`src/autotest_pkg.sv`:
```
package autotest_pkg;

  typedef logic [7:0]  byte_t;
  typedef logic [63:0] block_t;
  typedef logic [79:0] key_t;
  typedef logic [31:0] sd_addr_t;
  typedef logic [9:0]  byte_pos_t;
  typedef logic [63:0] cycles_t;
  typedef logic [31:0] err_cnt_t;

  localparam logic [31:0] SIGNATURE      = 32'hAABB_CCDD;
  localparam sd_addr_t    START_BLOCK    = 32'h0010_0000;
  localparam int          SD_BLOCK_BYTES = 512;

  // field sizes in bytes
  localparam int BLOCK_BYTES  = 8;
  localparam int KEY_BYTES    = 10;
  localparam int CYCLES_BYTES = 8;

  // read record, multi-byte fields lsb first
  localparam byte_pos_t OFS_BLOCK    = 10'd4;
  localparam byte_pos_t OFS_KEY      = 10'd12;
  localparam byte_pos_t OFS_ENCDEC   = 10'd22;
  localparam byte_pos_t OFS_EXPECTED = 10'd23;

  // write record
  localparam byte_pos_t OFS_RESULT = 10'd0;
  localparam byte_pos_t OFS_CYCLES = 10'd8;
  localparam byte_t     FILL_BYTE  = 8'hFF;

  typedef enum logic [3:0] {
    ST_SD_RST, ST_IDLE, ST_RD_OPEN, ST_RD_REQ, ST_RD_WAIT,
    ST_SIG_CHECK, ST_START, ST_WAIT_UUT, ST_CAPTURE, ST_COMPARE,
    ST_WR_OPEN, ST_WR_REQ, ST_WR_WAIT, ST_NEXT_BLOCK, ST_FINISHED
  } state_t;

endpackage

```
`src/autotest_ctrl.sv`:
```
`timescale 1ns/1ps

module autotest_ctrl (
  input  logic                    clk,
  input  logic                    rst,
  input  logic                    spi_busy_i,
  output logic                    spi_rst_o,
  output logic                    spi_r_block_o,
  output logic                    spi_r_byte_o,
  output logic                    spi_w_block_o,
  output logic                    spi_w_byte_o,
  output logic                    rst_uut_o,
  input  logic                    encdec_i,
  input  logic                    end_enc_i,
  input  logic                    end_dec_i,
  input  logic                    sig_ok_i,
  input  logic                    mismatch_i,
  input  autotest_pkg::byte_pos_t byte_pos_i,
  output logic                    rd_strobe_o,
  output logic                    capture_o,
  output logic                    pos_inc_o,
  output logic                    pos_clr_o,
  output logic                    addr_inc_o,
  output logic                    run_o,
  output logic                    run_clr_o,
  output logic                    err_inc_o,
  output logic                    done_o
);

  autotest_pkg::state_t state_q;
  autotest_pkg::state_t state_d;

  // busy has risen since entering the current state
  logic busy_seen_q;
  logic cmd_done;
  logic end_flag;
  logic last_byte;

  assign cmd_done  = busy_seen_q && !spi_busy_i;
  assign end_flag  = encdec_i ? end_dec_i : end_enc_i;
  assign last_byte = (byte_pos_i ==
                      autotest_pkg::byte_pos_t'(autotest_pkg::SD_BLOCK_BYTES - 1));

  always_ff @(posedge clk) begin
    if (rst) begin
      state_q <= autotest_pkg::ST_SD_RST;
    end else begin
      state_q <= state_d;
    end
  end

  always_ff @(posedge clk) begin
    if (rst || (state_q != state_d)) begin
      busy_seen_q <= 1'b0;
    end else if (spi_busy_i) begin
      busy_seen_q <= 1'b1;
    end
  end

  always_comb begin
    state_d       = state_q;
    spi_rst_o     = 1'b0;
    spi_r_block_o = 1'b0;
    spi_r_byte_o  = 1'b0;
    spi_w_block_o = 1'b0;
    spi_w_byte_o  = 1'b0;
    rst_uut_o     = 1'b1;
    rd_strobe_o   = 1'b0;
    capture_o     = 1'b0;
    pos_inc_o     = 1'b0;
    pos_clr_o     = 1'b0;
    addr_inc_o    = 1'b0;
    run_o         = 1'b0;
    run_clr_o     = 1'b0;
    err_inc_o     = 1'b0;
    done_o        = 1'b0;

    case (state_q)
      autotest_pkg::ST_SD_RST: begin
        spi_rst_o = 1'b1;
        if (spi_busy_i) state_d = autotest_pkg::ST_IDLE;
      end
      autotest_pkg::ST_IDLE: begin
        pos_clr_o = 1'b1;
        run_clr_o = 1'b1;
        if (!spi_busy_i) state_d = autotest_pkg::ST_RD_OPEN;
      end
      autotest_pkg::ST_RD_OPEN: begin
        spi_r_block_o = 1'b1;
        if (cmd_done) state_d = autotest_pkg::ST_RD_REQ;
      end
      autotest_pkg::ST_RD_REQ: begin
        spi_r_block_o = 1'b1;
        spi_r_byte_o  = 1'b1;
        if (spi_busy_i) state_d = autotest_pkg::ST_RD_WAIT;
      end
      autotest_pkg::ST_RD_WAIT: begin
        spi_r_block_o = 1'b1;
        if (!spi_busy_i) begin
          rd_strobe_o = 1'b1;
          pos_inc_o   = 1'b1;
          // position reaches 512 on this increment
          state_d = last_byte ? autotest_pkg::ST_SIG_CHECK : autotest_pkg::ST_RD_REQ;
        end
      end
      autotest_pkg::ST_SIG_CHECK: begin
        state_d = sig_ok_i ? autotest_pkg::ST_START : autotest_pkg::ST_FINISHED;
      end
      autotest_pkg::ST_START: begin
        rst_uut_o = 1'b0;
        state_d   = autotest_pkg::ST_WAIT_UUT;
      end
      autotest_pkg::ST_WAIT_UUT: begin
        rst_uut_o = 1'b0;
        run_o     = 1'b1;
        if (end_flag) state_d = autotest_pkg::ST_CAPTURE;
      end
      autotest_pkg::ST_CAPTURE: begin
        // uut kept out of reset so its result is still valid here
        rst_uut_o = 1'b0;
        capture_o = 1'b1;
        state_d   = autotest_pkg::ST_COMPARE;
      end
      autotest_pkg::ST_COMPARE: begin
        err_inc_o = mismatch_i;
        pos_clr_o = 1'b1;
        state_d   = autotest_pkg::ST_WR_OPEN;
      end
      autotest_pkg::ST_WR_OPEN: begin
        spi_w_block_o = 1'b1;
        if (cmd_done) state_d = autotest_pkg::ST_WR_REQ;
      end
      autotest_pkg::ST_WR_REQ: begin
        spi_w_block_o = 1'b1;
        spi_w_byte_o  = 1'b1;
        if (spi_busy_i) state_d = autotest_pkg::ST_WR_WAIT;
      end
      autotest_pkg::ST_WR_WAIT: begin
        spi_w_block_o = 1'b1;
        if (!spi_busy_i) begin
          pos_inc_o = 1'b1;
          state_d = last_byte ? autotest_pkg::ST_NEXT_BLOCK : autotest_pkg::ST_WR_REQ;
        end
      end
      autotest_pkg::ST_NEXT_BLOCK: begin
        addr_inc_o = 1'b1;
        state_d    = autotest_pkg::ST_IDLE;
      end
      autotest_pkg::ST_FINISHED: begin
        done_o = 1'b1;
      end
      default: begin
        state_d = autotest_pkg::ST_SD_RST;
      end
    endcase
  end

endmodule

```
`src/autotest_top.sv`:
```
`timescale 1ns/1ps

module autotest_top (
  input  logic                   clk,
  input  logic                   rst,
  input  logic                   spi_busy_i,
  input  autotest_pkg::byte_t    spi_data_out_i,
  output autotest_pkg::sd_addr_t spi_block_addr_o,
  output autotest_pkg::byte_t    spi_data_in_o,
  output logic                   spi_rst_o,
  output logic                   spi_r_block_o,
  output logic                   spi_r_byte_o,
  output logic                   spi_w_block_o,
  output logic                   spi_w_byte_o,
  output logic                   rst_uut_o,
  output autotest_pkg::block_t   block_uut_o,
  output autotest_pkg::key_t     key_uut_o,
  output logic                   encdec_uut_o,
  input  autotest_pkg::block_t   block_uut_i,
  input  logic                   end_enc_uut_i,
  input  logic                   end_dec_uut_i,
  output autotest_pkg::err_cnt_t error_count_o,
  output logic                   done_o
);

  autotest_pkg::byte_pos_t byte_pos;
  autotest_pkg::block_t    expected;
  autotest_pkg::cycles_t   cycles;
  logic sig_ok;
  logic mismatch;
  logic rd_strobe;
  logic capture;
  logic pos_inc;
  logic pos_clr;
  logic addr_inc;
  logic run;
  logic run_clr;
  logic err_inc;

  autotest_ctrl i_autotest_ctrl (
    .clk, .rst, .spi_busy_i, .spi_rst_o, .spi_r_block_o, .spi_r_byte_o,
    .spi_w_block_o, .spi_w_byte_o, .rst_uut_o,
    .encdec_i(encdec_uut_o), .end_enc_i(end_enc_uut_i), .end_dec_i(end_dec_uut_i),
    .sig_ok_i(sig_ok), .mismatch_i(mismatch), .byte_pos_i(byte_pos),
    .rd_strobe_o(rd_strobe), .capture_o(capture), .pos_inc_o(pos_inc),
    .pos_clr_o(pos_clr), .addr_inc_o(addr_inc), .run_o(run), .run_clr_o(run_clr),
    .err_inc_o(err_inc), .done_o
  );

  // operand fields are cleared together with the cycle count at block start
  vector_loader i_vector_loader (
    .clk, .clear_i(run_clr), .rd_strobe_i(rd_strobe), .byte_pos_i(byte_pos),
    .rd_byte_i(spi_data_out_i), .sig_ok_o(sig_ok), .block_o(block_uut_o),
    .key_o(key_uut_o), .encdec_o(encdec_uut_o), .expected_o(expected)
  );

  result_writer i_result_writer (
    .clk, .capture_i(capture), .result_i(block_uut_i), .expected_i(expected),
    .cycles_i(cycles), .byte_pos_i(byte_pos), .mismatch_o(mismatch),
    .wr_byte_o(spi_data_in_o)
  );

  test_counters i_test_counters (
    .clk, .rst, .pos_inc_i(pos_inc), .pos_clr_i(pos_clr), .addr_inc_i(addr_inc),
    .run_i(run), .run_clr_i(run_clr), .err_inc_i(err_inc), .byte_pos_o(byte_pos),
    .block_addr_o(spi_block_addr_o), .cycles_o(cycles), .err_count_o(error_count_o)
  );

endmodule

```
`src/result_writer.sv`:
```
`timescale 1ns/1ps

module result_writer (
  input  logic                    clk,
  input  logic                    capture_i,
  input  autotest_pkg::block_t    result_i,
  input  autotest_pkg::block_t    expected_i,
  input  autotest_pkg::cycles_t   cycles_i,
  input  autotest_pkg::byte_pos_t byte_pos_i,
  output logic                    mismatch_o,
  output autotest_pkg::byte_t     wr_byte_o
);

  autotest_pkg::block_t    result_q;
  autotest_pkg::byte_pos_t res_ofs;
  autotest_pkg::byte_pos_t cyc_ofs;
  logic                    in_res;
  logic                    in_cyc;

  always_ff @(posedge clk) begin
    if (capture_i) begin
      result_q <= result_i;
    end
  end

  assign mismatch_o = (result_q != expected_i);

  assign res_ofs = byte_pos_i - autotest_pkg::OFS_RESULT;
  assign cyc_ofs = byte_pos_i - autotest_pkg::OFS_CYCLES;

  assign in_res = (res_ofs < autotest_pkg::byte_pos_t'(autotest_pkg::BLOCK_BYTES));
  assign in_cyc = (cyc_ofs < autotest_pkg::byte_pos_t'(autotest_pkg::CYCLES_BYTES));

  // result first, then cycle count, rest of the record is fill
  always_comb begin
    if (in_res) begin
      wr_byte_o = result_q[8*res_ofs[2:0] +: 8];
    end else if (in_cyc) begin
      wr_byte_o = cycles_i[8*cyc_ofs[2:0] +: 8];
    end else begin
      wr_byte_o = autotest_pkg::FILL_BYTE;
    end
  end

endmodule

```
`src/test_counters.sv`:
```
`timescale 1ns/1ps

module test_counters (
  input  logic                    clk,
  input  logic                    rst,
  input  logic                    pos_inc_i,
  input  logic                    pos_clr_i,
  input  logic                    addr_inc_i,
  input  logic                    run_i,
  input  logic                    run_clr_i,
  input  logic                    err_inc_i,
  output autotest_pkg::byte_pos_t byte_pos_o,
  output autotest_pkg::sd_addr_t  block_addr_o,
  output autotest_pkg::cycles_t   cycles_o,
  output autotest_pkg::err_cnt_t  err_count_o
);

  autotest_pkg::byte_pos_t pos_q;
  autotest_pkg::sd_addr_t  addr_q;
  autotest_pkg::cycles_t   cycles_q;
  autotest_pkg::err_cnt_t  err_q;

  // byte position inside the current block
  always_ff @(posedge clk) begin
    if (rst || pos_clr_i) begin
      pos_q <= '0;
    end else if (pos_inc_i) begin
      pos_q <= pos_q + 1'b1;
    end
  end

  // sd block address, advances once per finished record
  always_ff @(posedge clk) begin
    if (rst) begin
      addr_q <= autotest_pkg::START_BLOCK;
    end else if (addr_inc_i) begin
      addr_q <= addr_q + 1'b1;
    end
  end

  // uut execution time
  always_ff @(posedge clk) begin
    if (rst || run_clr_i) begin
      cycles_q <= '0;
    end else if (run_i) begin
      cycles_q <= cycles_q + 1'b1;
    end
  end

  // mismatches over the whole run
  always_ff @(posedge clk) begin
    if (rst) begin
      err_q <= '0;
    end else if (err_inc_i) begin
      err_q <= err_q + 1'b1;
    end
  end

  assign byte_pos_o   = pos_q;
  assign block_addr_o = addr_q;
  assign cycles_o     = cycles_q;
  assign err_count_o  = err_q;

endmodule

```
`src/vector_loader.sv`:
```
`timescale 1ns/1ps

module vector_loader (
  input  logic                    clk,
  input  logic                    clear_i,
  input  logic                    rd_strobe_i,
  input  autotest_pkg::byte_pos_t byte_pos_i,
  input  autotest_pkg::byte_t     rd_byte_i,
  output logic                    sig_ok_o,
  output autotest_pkg::block_t    block_o,
  output autotest_pkg::key_t      key_o,
  output logic                    encdec_o,
  output autotest_pkg::block_t    expected_o
);

  logic [31:0]             sig_q;
  autotest_pkg::block_t    block_q;
  autotest_pkg::key_t      key_q;
  logic                    encdec_q;
  autotest_pkg::block_t    expected_q;

  logic [1:0]              sig_lane;
  autotest_pkg::byte_pos_t blk_ofs;
  autotest_pkg::byte_pos_t key_ofs;
  autotest_pkg::byte_pos_t exp_ofs;
  logic                    in_sig;
  logic                    in_blk;
  logic                    in_key;
  logic                    in_encdec;
  logic                    in_exp;

  // byte 0 lands in the msb of the signature
  assign sig_lane = 2'd3 - byte_pos_i[1:0];

  // offsets wrap below the field start, so one compare covers the range
  assign blk_ofs = byte_pos_i - autotest_pkg::OFS_BLOCK;
  assign key_ofs = byte_pos_i - autotest_pkg::OFS_KEY;
  assign exp_ofs = byte_pos_i - autotest_pkg::OFS_EXPECTED;

  assign in_sig    = (byte_pos_i < autotest_pkg::byte_pos_t'(4));
  assign in_blk    = (blk_ofs < autotest_pkg::byte_pos_t'(autotest_pkg::BLOCK_BYTES));
  assign in_key    = (key_ofs < autotest_pkg::byte_pos_t'(autotest_pkg::KEY_BYTES));
  assign in_encdec = (byte_pos_i == autotest_pkg::OFS_ENCDEC);
  assign in_exp    = (exp_ofs < autotest_pkg::byte_pos_t'(autotest_pkg::BLOCK_BYTES));

  always_ff @(posedge clk) begin
    if (clear_i) begin
      sig_q      <= '0;
      block_q    <= '0;
      key_q      <= '0;
      encdec_q   <= 1'b0;
      expected_q <= '0;
    end else if (rd_strobe_i) begin
      if (in_sig) begin
        sig_q[8*sig_lane +: 8] <= rd_byte_i;
      end
      if (in_blk) begin
        block_q[8*blk_ofs[2:0] +: 8] <= rd_byte_i;
      end
      if (in_key) begin
        key_q[8*key_ofs[3:0] +: 8] <= rd_byte_i;
      end
      // only bit 0 of the direction byte matters
      if (in_encdec) begin
        encdec_q <= rd_byte_i[0];
      end
      if (in_exp) begin
        expected_q[8*exp_ofs[2:0] +: 8] <= rd_byte_i;
      end
    end
  end

  assign sig_ok_o   = (sig_q == autotest_pkg::SIGNATURE);
  assign block_o    = block_q;
  assign key_o      = key_q;
  assign encdec_o   = encdec_q;
  assign expected_o = expected_q;

endmodule
```
`config.mk`:
```
export PLATFORM = sky130hd
export DESIGN_NAME = autotest_top
export DESIGN_NICKNAME = d
export VERILOG_FILES = /design/src/autotest_pkg.sv /design/src/autotest_ctrl.sv /design/src/autotest_top.sv /design/src/result_writer.sv /design/src/test_counters.sv /design/src/vector_loader.sv
export SDC_FILE = /design/constraint.sdc
export NUM_CORES = 1
export LEC_CHECK = 0
export ABC_AREA = 1
export BUFFER_PORTS_ARGS = -buffer_cell sky130_fd_sc_hd__buf_2
export CAP_MARGIN = 0
export CORE_UTILIZATION = 53
export DETAILED_ROUTE_END_ITERATION = 16
export PLACE_DENSITY = 0.84
export SLEW_MARGIN = 25
export SYNTH_ARGS = -nofsm -noshare
export SYNTH_HDL_FRONTEND = slang
export SYNTH_SLANG_ARGS = --single-unit
```
`constraint.sdc`:
```
create_clock -name clk -period 3.4 [get_ports clk]
set_input_delay 0.17 -clock clk [delete_from_list [all_inputs] [get_ports clk]]
set_output_delay 0.17 -clock clk [all_outputs]
set_load 0.005 [all_outputs]
```
# After elaboration in Yosys (flattened, before gate mapping)
# Cells that the tools add are included.
[classes]
reduce_logical = 16
shift = 10
order_cmp = 6
add_sub_neg = 13
mux = 36
eq_ne = 19
[op_table]
columns = ["operator", "count"]
rows = [
  ["$bwmux W64", 2],
  ["$shift A8 B34 Y64 const A", 2],
  ["$shiftx A64 B7 Y8", 2],
  ["$shiftx A8 B34 Y64", 2],
  ["$bwmux W80", 1],
  ["$shift A8 B34 Y80 const A", 1],
  ["$shiftx A8 B34 Y80", 1],
  ["$neg A6 Y34", 2],
  ["$add A32 B1 Y32 const B", 2],
  ["$add A64 B1 Y64 const B", 1],
  ["$ne A64 B64 Y1", 1],
  ["$pmux W4 S15", 1],
  ["$lt A10 B4 Y1 const B", 5],
  ["$mux W4", 10],
  ["$neg A5 Y34", 1],
  ["$neg A7 Y34", 1],
  ["$shift A8 B34 Y32 const A", 1],
  ["$shiftx A8 B34 Y32", 1],
  ["$bwmux W32", 1],
  ["$eq A32 B32 Y1 const B", 1],
  ["$eq A4 B4 Y1 const B", 7],
  ["$sub A10 B4 Y10 const B", 2],
  ["$mux W1", 17],
  ["$eq A4 B3 Y1 const B", 4],
  ["19 further kinds", 31],
]
[word_totals]
regBits = 448
output_inout_bits = 224
in_bits = 77
elab_cells = 112

# Depth between registers and ports, before layout
# Gate-level depths: netlist (run 1).
[depth]
word_depth = 6
ltp_mapped = 16

# By module
# Synthesis (run 1) repeated with hierarchy kept, for this count alone.
[hier_totals]
hier_cells = 3778
area_unflattened_um2 = 23874.1
[by_module_without_submodules]
columns = ["mod", "area_per_inst_um2", "cells_per_inst", "instances"]
rows = [
  ["vector_loader", 11041.8, 1723, 1],
  ["test_counters", 7662.3, 1244, 1],
  ["result_writer", 4560.6, 690, 1],
  ["autotest_ctrl", 609.3, 121, 1],
]

# Worst setup path before layout (run 1)
# OpenSTA, ideal clock, no wires.
[synth_path]
kind = "flip-flop to flip-flop"
startpoint = "register i_test_counters.pos_q[0], in the netlist i_test_counters.byte_pos_o[0]"
endpoint = "register i_vector_loader.key_q[6], in the netlist i_vector_loader.key_o[6]"
t_required_ns = 3.336
arrival_ns = 3.205
path_stages_with_launch = 16
slack_ns = 0.130
cell_sequence = "dfxtp_1 buf_2 inv_1 clkbuf_1 buf_1 clkbuf_1 ha_1 ha_1 buf_1 nor2_1 nand2_1 nor4_1 nand2_1 inv_1 o21ai_0 nor2_1"
[synth_between]
elab_chain_len = 4
[synth_lines]
columns = ["item", "line_no", "rtl"]
rows = [
  ["from (decl)", "test_counters.sv:18", "autotest_pkg::byte_pos_t pos_q;"],
  ["from (signal assigned)", "test_counters.sv:28", "pos_q <= pos_q + 1'b1;"],
  ["$sub A10 B4 Y10 *", "vector_loader.sv:37", "assign key_ofs = byte_pos_i - autotest_pkg::OFS_KEY;"],
  ["$neg A7 Y34", "vector_loader.sv:61", "key_q[8*key_ofs[3:0] +: 8] <= rd_byte_i;"],
  ["$shiftx A8 B34 Y80 or $shift A8 B34 Y80 (tied branches)", "vector_loader.sv:61", ""],
  ["$bwmux W80", "vector_loader.sv:61", ""],
  ["to (signal, indexed assignment)", "vector_loader.sv:61", ""],
  ["to (decl)", "vector_loader.sv:18", "autotest_pkg::key_t key_q;"],
]
# Every way passes the cells marked *; elsewhere a longest branch is shown, timed or not.
# A chain may end at the register's enable or synchronous reset.

# Worst setup path in the final report (run 1)
[layout_path]
startpoint = "register i_test_counters.pos_q[0], in the netlist i_test_counters.byte_pos_o[0]"
endpoint = "output port spi_data_in_o[5]"
[layout_between]
elab_chain_len = 4
[layout_lines]
columns = ["item", "line_no", "rtl"]
rows = [
  ["$sub A10 B4 Y10", "result_writer.sv:29", "assign cyc_ofs = byte_pos_i - autotest_pkg::OFS_CYCLES;"],
  ["$shiftx A64 B7 Y8 or $lt A10 B4 Y1 (tied branches)", "result_writer.sv:39, result_writer.sv:32", ""],
  ["$mux W8", "result_writer.sv:38", "end else if (in_cyc) begin"],
  ["$mux W8 *", "result_writer.sv:36", "if (in_res) begin"],
  ["to (decl)", "autotest_top.sv:9", "output autotest_pkg::byte_t spi_data_in_o,"],
]
# Marks and branches as above.

==> impl_metrics.yaml, run 1 <==
finish:
  layout_common_cells: "nand2_1 (950), nor2_1 (688), inv_1 (520)"
  layout_commonest_cell: "nand2_1"
  drive_above_1_share_pct: 10.9
  nNetsFinal: 4189
  finalInstanceArea_sq_um: 28400
  syn_to_final_growth_pct: 18.6
  instances_no_fill: 4723
die:
  dieArea_sq_um: 46100
  rows: 77
  initial_core_util_pct: 54.0
  die_x_um: 215
  core_area_sq_um: 44400
  io-pin-count: 301
  dieHeight_um: 215
setup_path:
  rr_worst_depth: 9
  cp.arrival_ps: 2930
  critPathMaxFanout: 63
  crit_type: "flip-flop to primary output"
  cp-end-kind: "primary output"
  start_kind: "flip-flop"
  crit_required_ps: 3230
  r2r_slack_ps: 320
clocking:
  cts_buffers: 48
  clkLatencyLatePin_ps: 610
  cts_tree: "built"
  clockBufferDepth: 3
  clkTransAtPathRegs_ps: 60
  cts.sinks: 448
  cts.htree.levels: 2
  ctsResizeCount: 0
  root_buffer: "clkbuf_16"
placement:
  dpl.cell_count: 4561
  numPortBuffers: 300
  gp_congestion: 1.00
  post_dp_cell_area_sq_um: 26100
  dp_hpwl_mm: 56.3
grt:
  grt_max_degree: 76
  grt_overflow: 0
  grt.total_usage_pct: 33.3
  antenna_found_initial: 2
  grt_pass1_wl_mm: 123
  grt_pass1_vias: 23139
sta:
  finalCriticalPeriod_ps: 3100
  drv_slew: 0
  tightest_slew_ps: 860
  hold_violations: 0
  relSlewSlack_pct: 42.4
  tns_ps: 0
  period_share_pct: 91.3
  finalSetupViolations: 0
  fmax_ghz: 0.322
  worst_clock_skew_ps: 33.0
  rsz0062_at_grt: "yes"
logic_synthesis:
  syn_inst: 3753
  synth_top_area_cell: "dfxtp_1"
  avgSynthCellArea_sq_um: 6.39
  yosys_warnings: 0
  netlist_area_sq_um: 24000
  yosys-top-cells-area: "dfxtp_1 (32%), nand2_1 (15%), nor2_1 (11%), inv_1 (8.2%), edfxtp_1 (8.0%)"
  synth_cell_types: 39
  yosys_most_used_dff: "dfxtp_1"
  synth_seq_cells: 448
  async_flop_share_pct: 0
  synth_edf_count: 64
  yosysSeqAreaShare_pct: 40.1
  syn-num-nets: 3851
  netlist.area_leader.share_pct: 32.1
power:
  p_per_area_nw_per_um2: 395
  p_total_mw: 11.2
  peakVddDrop_mv: 0.429
  leakage_nw: 12.8
route:
  routed_wl_mm: 79.5
  vias: 25543
  drtIter0Drc: 2984
  wire_per_inst_um: 16.8
  drc_errors: 0
  drtAntennaViolNets: 0
  drtPass1Iterations: 6
  vias_per_cell: 5.41
run_status:
  status: "completed"
min_path:
  min_path_type: "input pin to flip-flop"
  whs_path_depth: 6
job:
  cap_viol_max_count: 0
## where the power goes
group | switching, mW | internal, mW
Clock | 2.29 | 3.10
Sequential | 0.00559 | 5.37
Combinational | 0.294 | 0.161
## worst max-delay path: stages (launching register included)
cell	delay [ps]
dfxtp_2	330
buf_4	210
buf_4	550
o21ai_0	180
a21oi_1	420
nor2_1	120
a41oi_1	320
buf_2	190
## final timing paths
path,to,startpoint
max,spi_data_in_o[5],i_test_counters.byte_pos_o[0]
min,i_autotest_ctrl.state_q[2],spi_busy_i
max reg2reg,i_vector_loader.key_o[14],i_test_counters.byte_pos_o[3]
min reg2reg,i_vector_loader.block_o[63],i_vector_loader.block_o[63]
## cell usage after synthesis, types with 12 or more instances
library cell,n
ha_1,21
nand4_1,49
nand2_1,950
nor3_1,100
inv_1,523
dfxtp_1,384
o21ai_0,204
nor2_1,689
buf_2,23
buf_1,12
clkbuf_1,94
xor2_1,49
nand3_1,204
a21oi_1,282
xnor2_1,17
edfxtp_1,64
## routing by layer
metal  GRT usage (%)  vias to the layer above  wire [um]
met5               0                        -          0
met4            14.2                        0       3390
met3            8.31                      238       9460
met2            50.6                     1415      33900
met1            44.9                    11427      32700
li1                -                    12463          -
## sequential cells by signal (all words and copies together), names as in the netlist, 10 cells and up
name                          count
i_result_writer.result_q         64
i_vector_loader.expected_o       64
i_vector_loader.key_o            80
i_test_counters.cycles_o         64
i_test_counters.block_addr_o     32
i_vector_loader.block_o          64
i_test_counters.err_count_o      32
i_test_counters.byte_pos_o       10
i_vector_loader.sig_q            32
## logic make-up (layout without fill, tap and decap cells)
kind of cell	count (synthesis)	in the layout	synth area share, %
other cells	0	2	0
fa+ha+maj	21	21	1.10
buf+inv	670	1046	10.8
flops	448	448	40.1
xor+xnor	66	66	2.41
simple gates	2032	2032	34.5
compound gates	516	516	11.1
## cell type report
type                       instances  area (sq um)
clock inverter                    21           216
fill                            4031         16000
antenna                            2          5.00
multi-input combinational       2635         11800
sequential                       448          9610
clock buffer                      67          1390
timing repair buffer             425          2670
tap                              592           741
inverter                         533          2000
## stage by stage
stage | utilization (%) | hold WS (ps) | worst slack [ps]
2_1_floorplan | - | 269 | 130
3_5_place_dp | 58.7 | 348 | 404
5_1_grt | 64.0 | 135 | -52.8
4_1_cts | 64.0 | 85.8 | 341
3_3_place_gp | 58.7 | 347 | 513
6_report | 64.0 | 112 | 297
## timing repair
action / 4_1_cts / 5_1_grt
hold buffers: 72 / 0
endpoints found under the hold margin: 96 / 0
setup buffers: 0 / 0
setup endpoints to repair: 0 / 5
Power figures use the tool's default switching activity.
==> inputs of run 2 (changes only) <==
Settings changed: ABC_AREA 1 to not set, CORE_UTILIZATION 53 to 52.
Clock period 3.4 ns to 2.5 ns, I/O delays scaled along.
==> run 2 against run 1 <==
Compared with the run above: the run now ends with setup timing left; core utilization increased by 6.1 points; synthesized area decreased by 15%; clock power increased by 41%; sequential power increased by 36%; setup slack got worse by 500 ps; power increased by 38%; non-clock buffer count increased by 125; critical endpoint is now i_vector_loader.key_o[40].
==> impl_metrics.yaml, run 2 <==
run_status:
  status: "finished, violations left"
  failed_checks: "setup timing"
setup_path:
  cpMaxStageDelayCell: "or4_4"
  crit_type: "flip-flop to flip-flop"
  cp.arrival_ps: 3180
  critPathMaxStageDelay_ps: 530
  crit_chain: "or4_4, or3_4, buf_4, buf_6, nor4_4, buf_4, nand3_4, o41ai_1"
  rr_worst_depth: 8
  timing.rr.end: "i_vector_loader.key_o[40]"
  r2r_slack_ps: -210
  start_kind: "flip-flop"
  crit_required_ps: 2970
  worst_r2r_startpoint: "i_test_counters.byte_pos_o[9]"
  critPathMaxFanout: 7
  cp-end-kind: "flip-flop"
  startpoint: "i_test_counters.byte_pos_o[9]"
  path_common_cell: "buf_4"
min_path:
  worstHoldStart: "spi_data_out_i[6]"
  min_path_type: "input pin to flip-flop"
  whs_path_depth: 3
  min_to: "i_vector_loader.block_o[46]"
logic_synthesis:
  async_flop_share_pct: 0
  yosys-top-cells-count: "dfxtp_1 (384), nand2_1 (246), nor2_1 (230)"
  syn_inst: 2207
  synth_top_area_cell: "dfxtp_1"
  yosysSeqAreaShare_pct: 47.1
  yosys-top-cells-area: "dfxtp_1 (38%), edfxtp_1 (9.4%), mux2i_1 (5.1%), xor2_1 (4.8%), nand2_1 (4.5%)"
  yosys_most_used_dff: "dfxtp_1"
  yosys_warnings: 0
  synth_cell_types: 66
  netlist.area_leader.share_pct: 37.7
  netlist_area_sq_um: 20400
  synth_most_common_cell: "dfxtp_1"
  syn-num-nets: 2305
  avgSynthCellArea_sq_um: 9.24
  synth_seq_cells: 448
  synth_edf_count: 64
sta:
  period_share_pct: 108
  relSlewSlack_pct: 53.2
  setup_slack_ps: -206
  tns_ps: -10300
  hold_ws_ps: 51.6
  drv_slew: 0
  worst_clock_skew_ps: 30.0
  finalSetupViolations: 138
  hold_violations: 0
  tightest_slew_ps: 701
  rsz0062_at_grt: "yes"
  fmax_ghz: 0.369
  finalCriticalPeriod_ps: 2710
finish:
  drive_above_1_share_pct: 28.6
  fill_cells: 2592
  largest_reg_flops: 80
  multi_input_area_sq_um: 11000
  area.sequential_sq_um: 9630
  layout_common_cells: "dfxtp_1 (379), buf_2 (300), nand2_1 (237)"
  nNetsFinal: 2752
  final_util_pct: 70.1
  layout_commonest_cell: "dfxtp_1"
  syn_to_final_growth_pct: 32.7
clocking:
  clockBufferDepth: 3
  root_buffer: "clkbuf_16"
  cts_tree: "built"
  cts.htree.levels: 2
  clkLatencyLatePin_ps: 600
  cts.sinks: 448
  clkTransAtPathRegs_ps: 60
  cts_buffers: 46
placement:
  gp_congestion: 0.932
  numPortBuffers: 300
  dp_hpwl_mm: 42.8
  pre_cts_slack_ps: -199
die:
  core_area_sq_um: 38600
  dieArea_sq_um: 40000
  io-pin-count: 301
  dieHeight_um: 200
  initial_core_util_pct: 52.8
  rows: 72
  die_x_um: 200
grt:
  grt_max_degree: 96
  grt.total_usage_pct: 31.2
  grt_pass1_vias: 17992
  antenna_found_initial: 0
  grt_pass1_wl_mm: 97.5
  grt_overflow: 0
route:
  drtIter0Drc: 2223
  drc_errors: 0
  drtPass1Iterations: 8
  vias_per_cell: 6.16
  routed_wl_mm: 68.8
  wire_per_inst_um: 21.4
  drtAntennaViolNets: 0
  vias: 19761
power:
  leakage_nw: 10.4
  peakVddDrop_mv: 0.683
  p_per_area_nw_per_um2: 574
job:
  cap_viol_max_count: 0
## run 2: cell count changes in the layout (fill, tap and decap cells not counted), sizes merged, moves of 58 or more
cell | previous run | this run
xor2 | 49 | 112
nor3 | 102 | 44
nor2 | 694 | 230
o21ai | 204 | 97
mux2i | 0 | 103
a21oi | 282 | 125
buf | 353 | 477
inv | 526 | 28
nand2 | 952 | 246
## run 2: stage by stage
stage | instances | total power [mW] | instance area, sq um
after global routing | 3208 | 15.9 | 27100
after global placement | 3015 | 7.96 | 23700
final | 3209 | 15.5 | 27100
after detailed placement | 3015 | 7.97 | 23700
after CTS | 3181 | 15.5 | 26400
after floorplan | 2207 | 7.76 | 20900
## run 2: worst max-delay path: cells and delay by family (launching register included)
kind / cells / cell delay [ps]
AOI/OAI and AO/OA: 1 / 420
buffers and inverters: 3 / 510
DFF: 1 / 320
and+or+nand+nor: 4 / 1330
## run 2: worst max-delay path by stage
stage / end / slack [ps]
final: i_vector_loader.key_o[40] / -210
after global routing: i_vector_loader.key_o[40] / -260
after CTS: i_vector_loader.block_o[60] / -100
after detailed placement: i_vector_loader.block_o[6] / -200
after global placement: i_vector_loader.block_o[6] / -130
after floorplan: i_vector_loader.key_o[72] / -290
## run 2: cell type report
type | instances | area share [%]
multi-input cells | 1582 | 40.6
flip-flops and latches | 448 | 35.5
repair buffers | 550 | 14.9
clock buffers | 53 | 4.61
well taps | 518 | 2.39
clock inverters | 31 | 1.51
inverters | 26 | 0.421
diodes | 1 | 0.00924
## run 2: power breakdown
group / switching (mW) / internal, mW / total (mW)
combinational: 0.399 / 0.232 / 0.631
sequential: 0.00794 / 7.30 / 7.31
clock: 3.06 / 4.53 / 7.59
total: 3.47 / 12.1 / 15.5
## run 2: logic make-up after synthesis
logic type / after synthesis / share of synthesized area (%)
xor gates and xnor gates: 149 / 6.40
adders and majority gates: 21 / 1.29
AOI/OAI and AO/OA: 299 / 9.24
and+or+nand+nor: 974 / 23.8
DFF: 448 / 47.1
buffers and inverters: 178 / 3.43
muxes: 138 / 8.70
## run 2: per-layer routing
metal,track usage (%),vias up,wire length [um]
met5,0,-,0
met4,18.0,0,4570
met3,5.43,359,6400
met2,51.8,1322,32600
met1,38.2,9326,25300
li1,-,8754,-
## run 2: timing repair
item / in CTS / in global routing
hold buffers: 69 / 0
endpoints found under the hold margin: 75 / 0
buffers inserted: 13 / 25
gates resized for setup: 43 / 107
cloned: 1 / 5
pin swaps: 3 / 26
endpoints found under the setup margin: 165 / 224
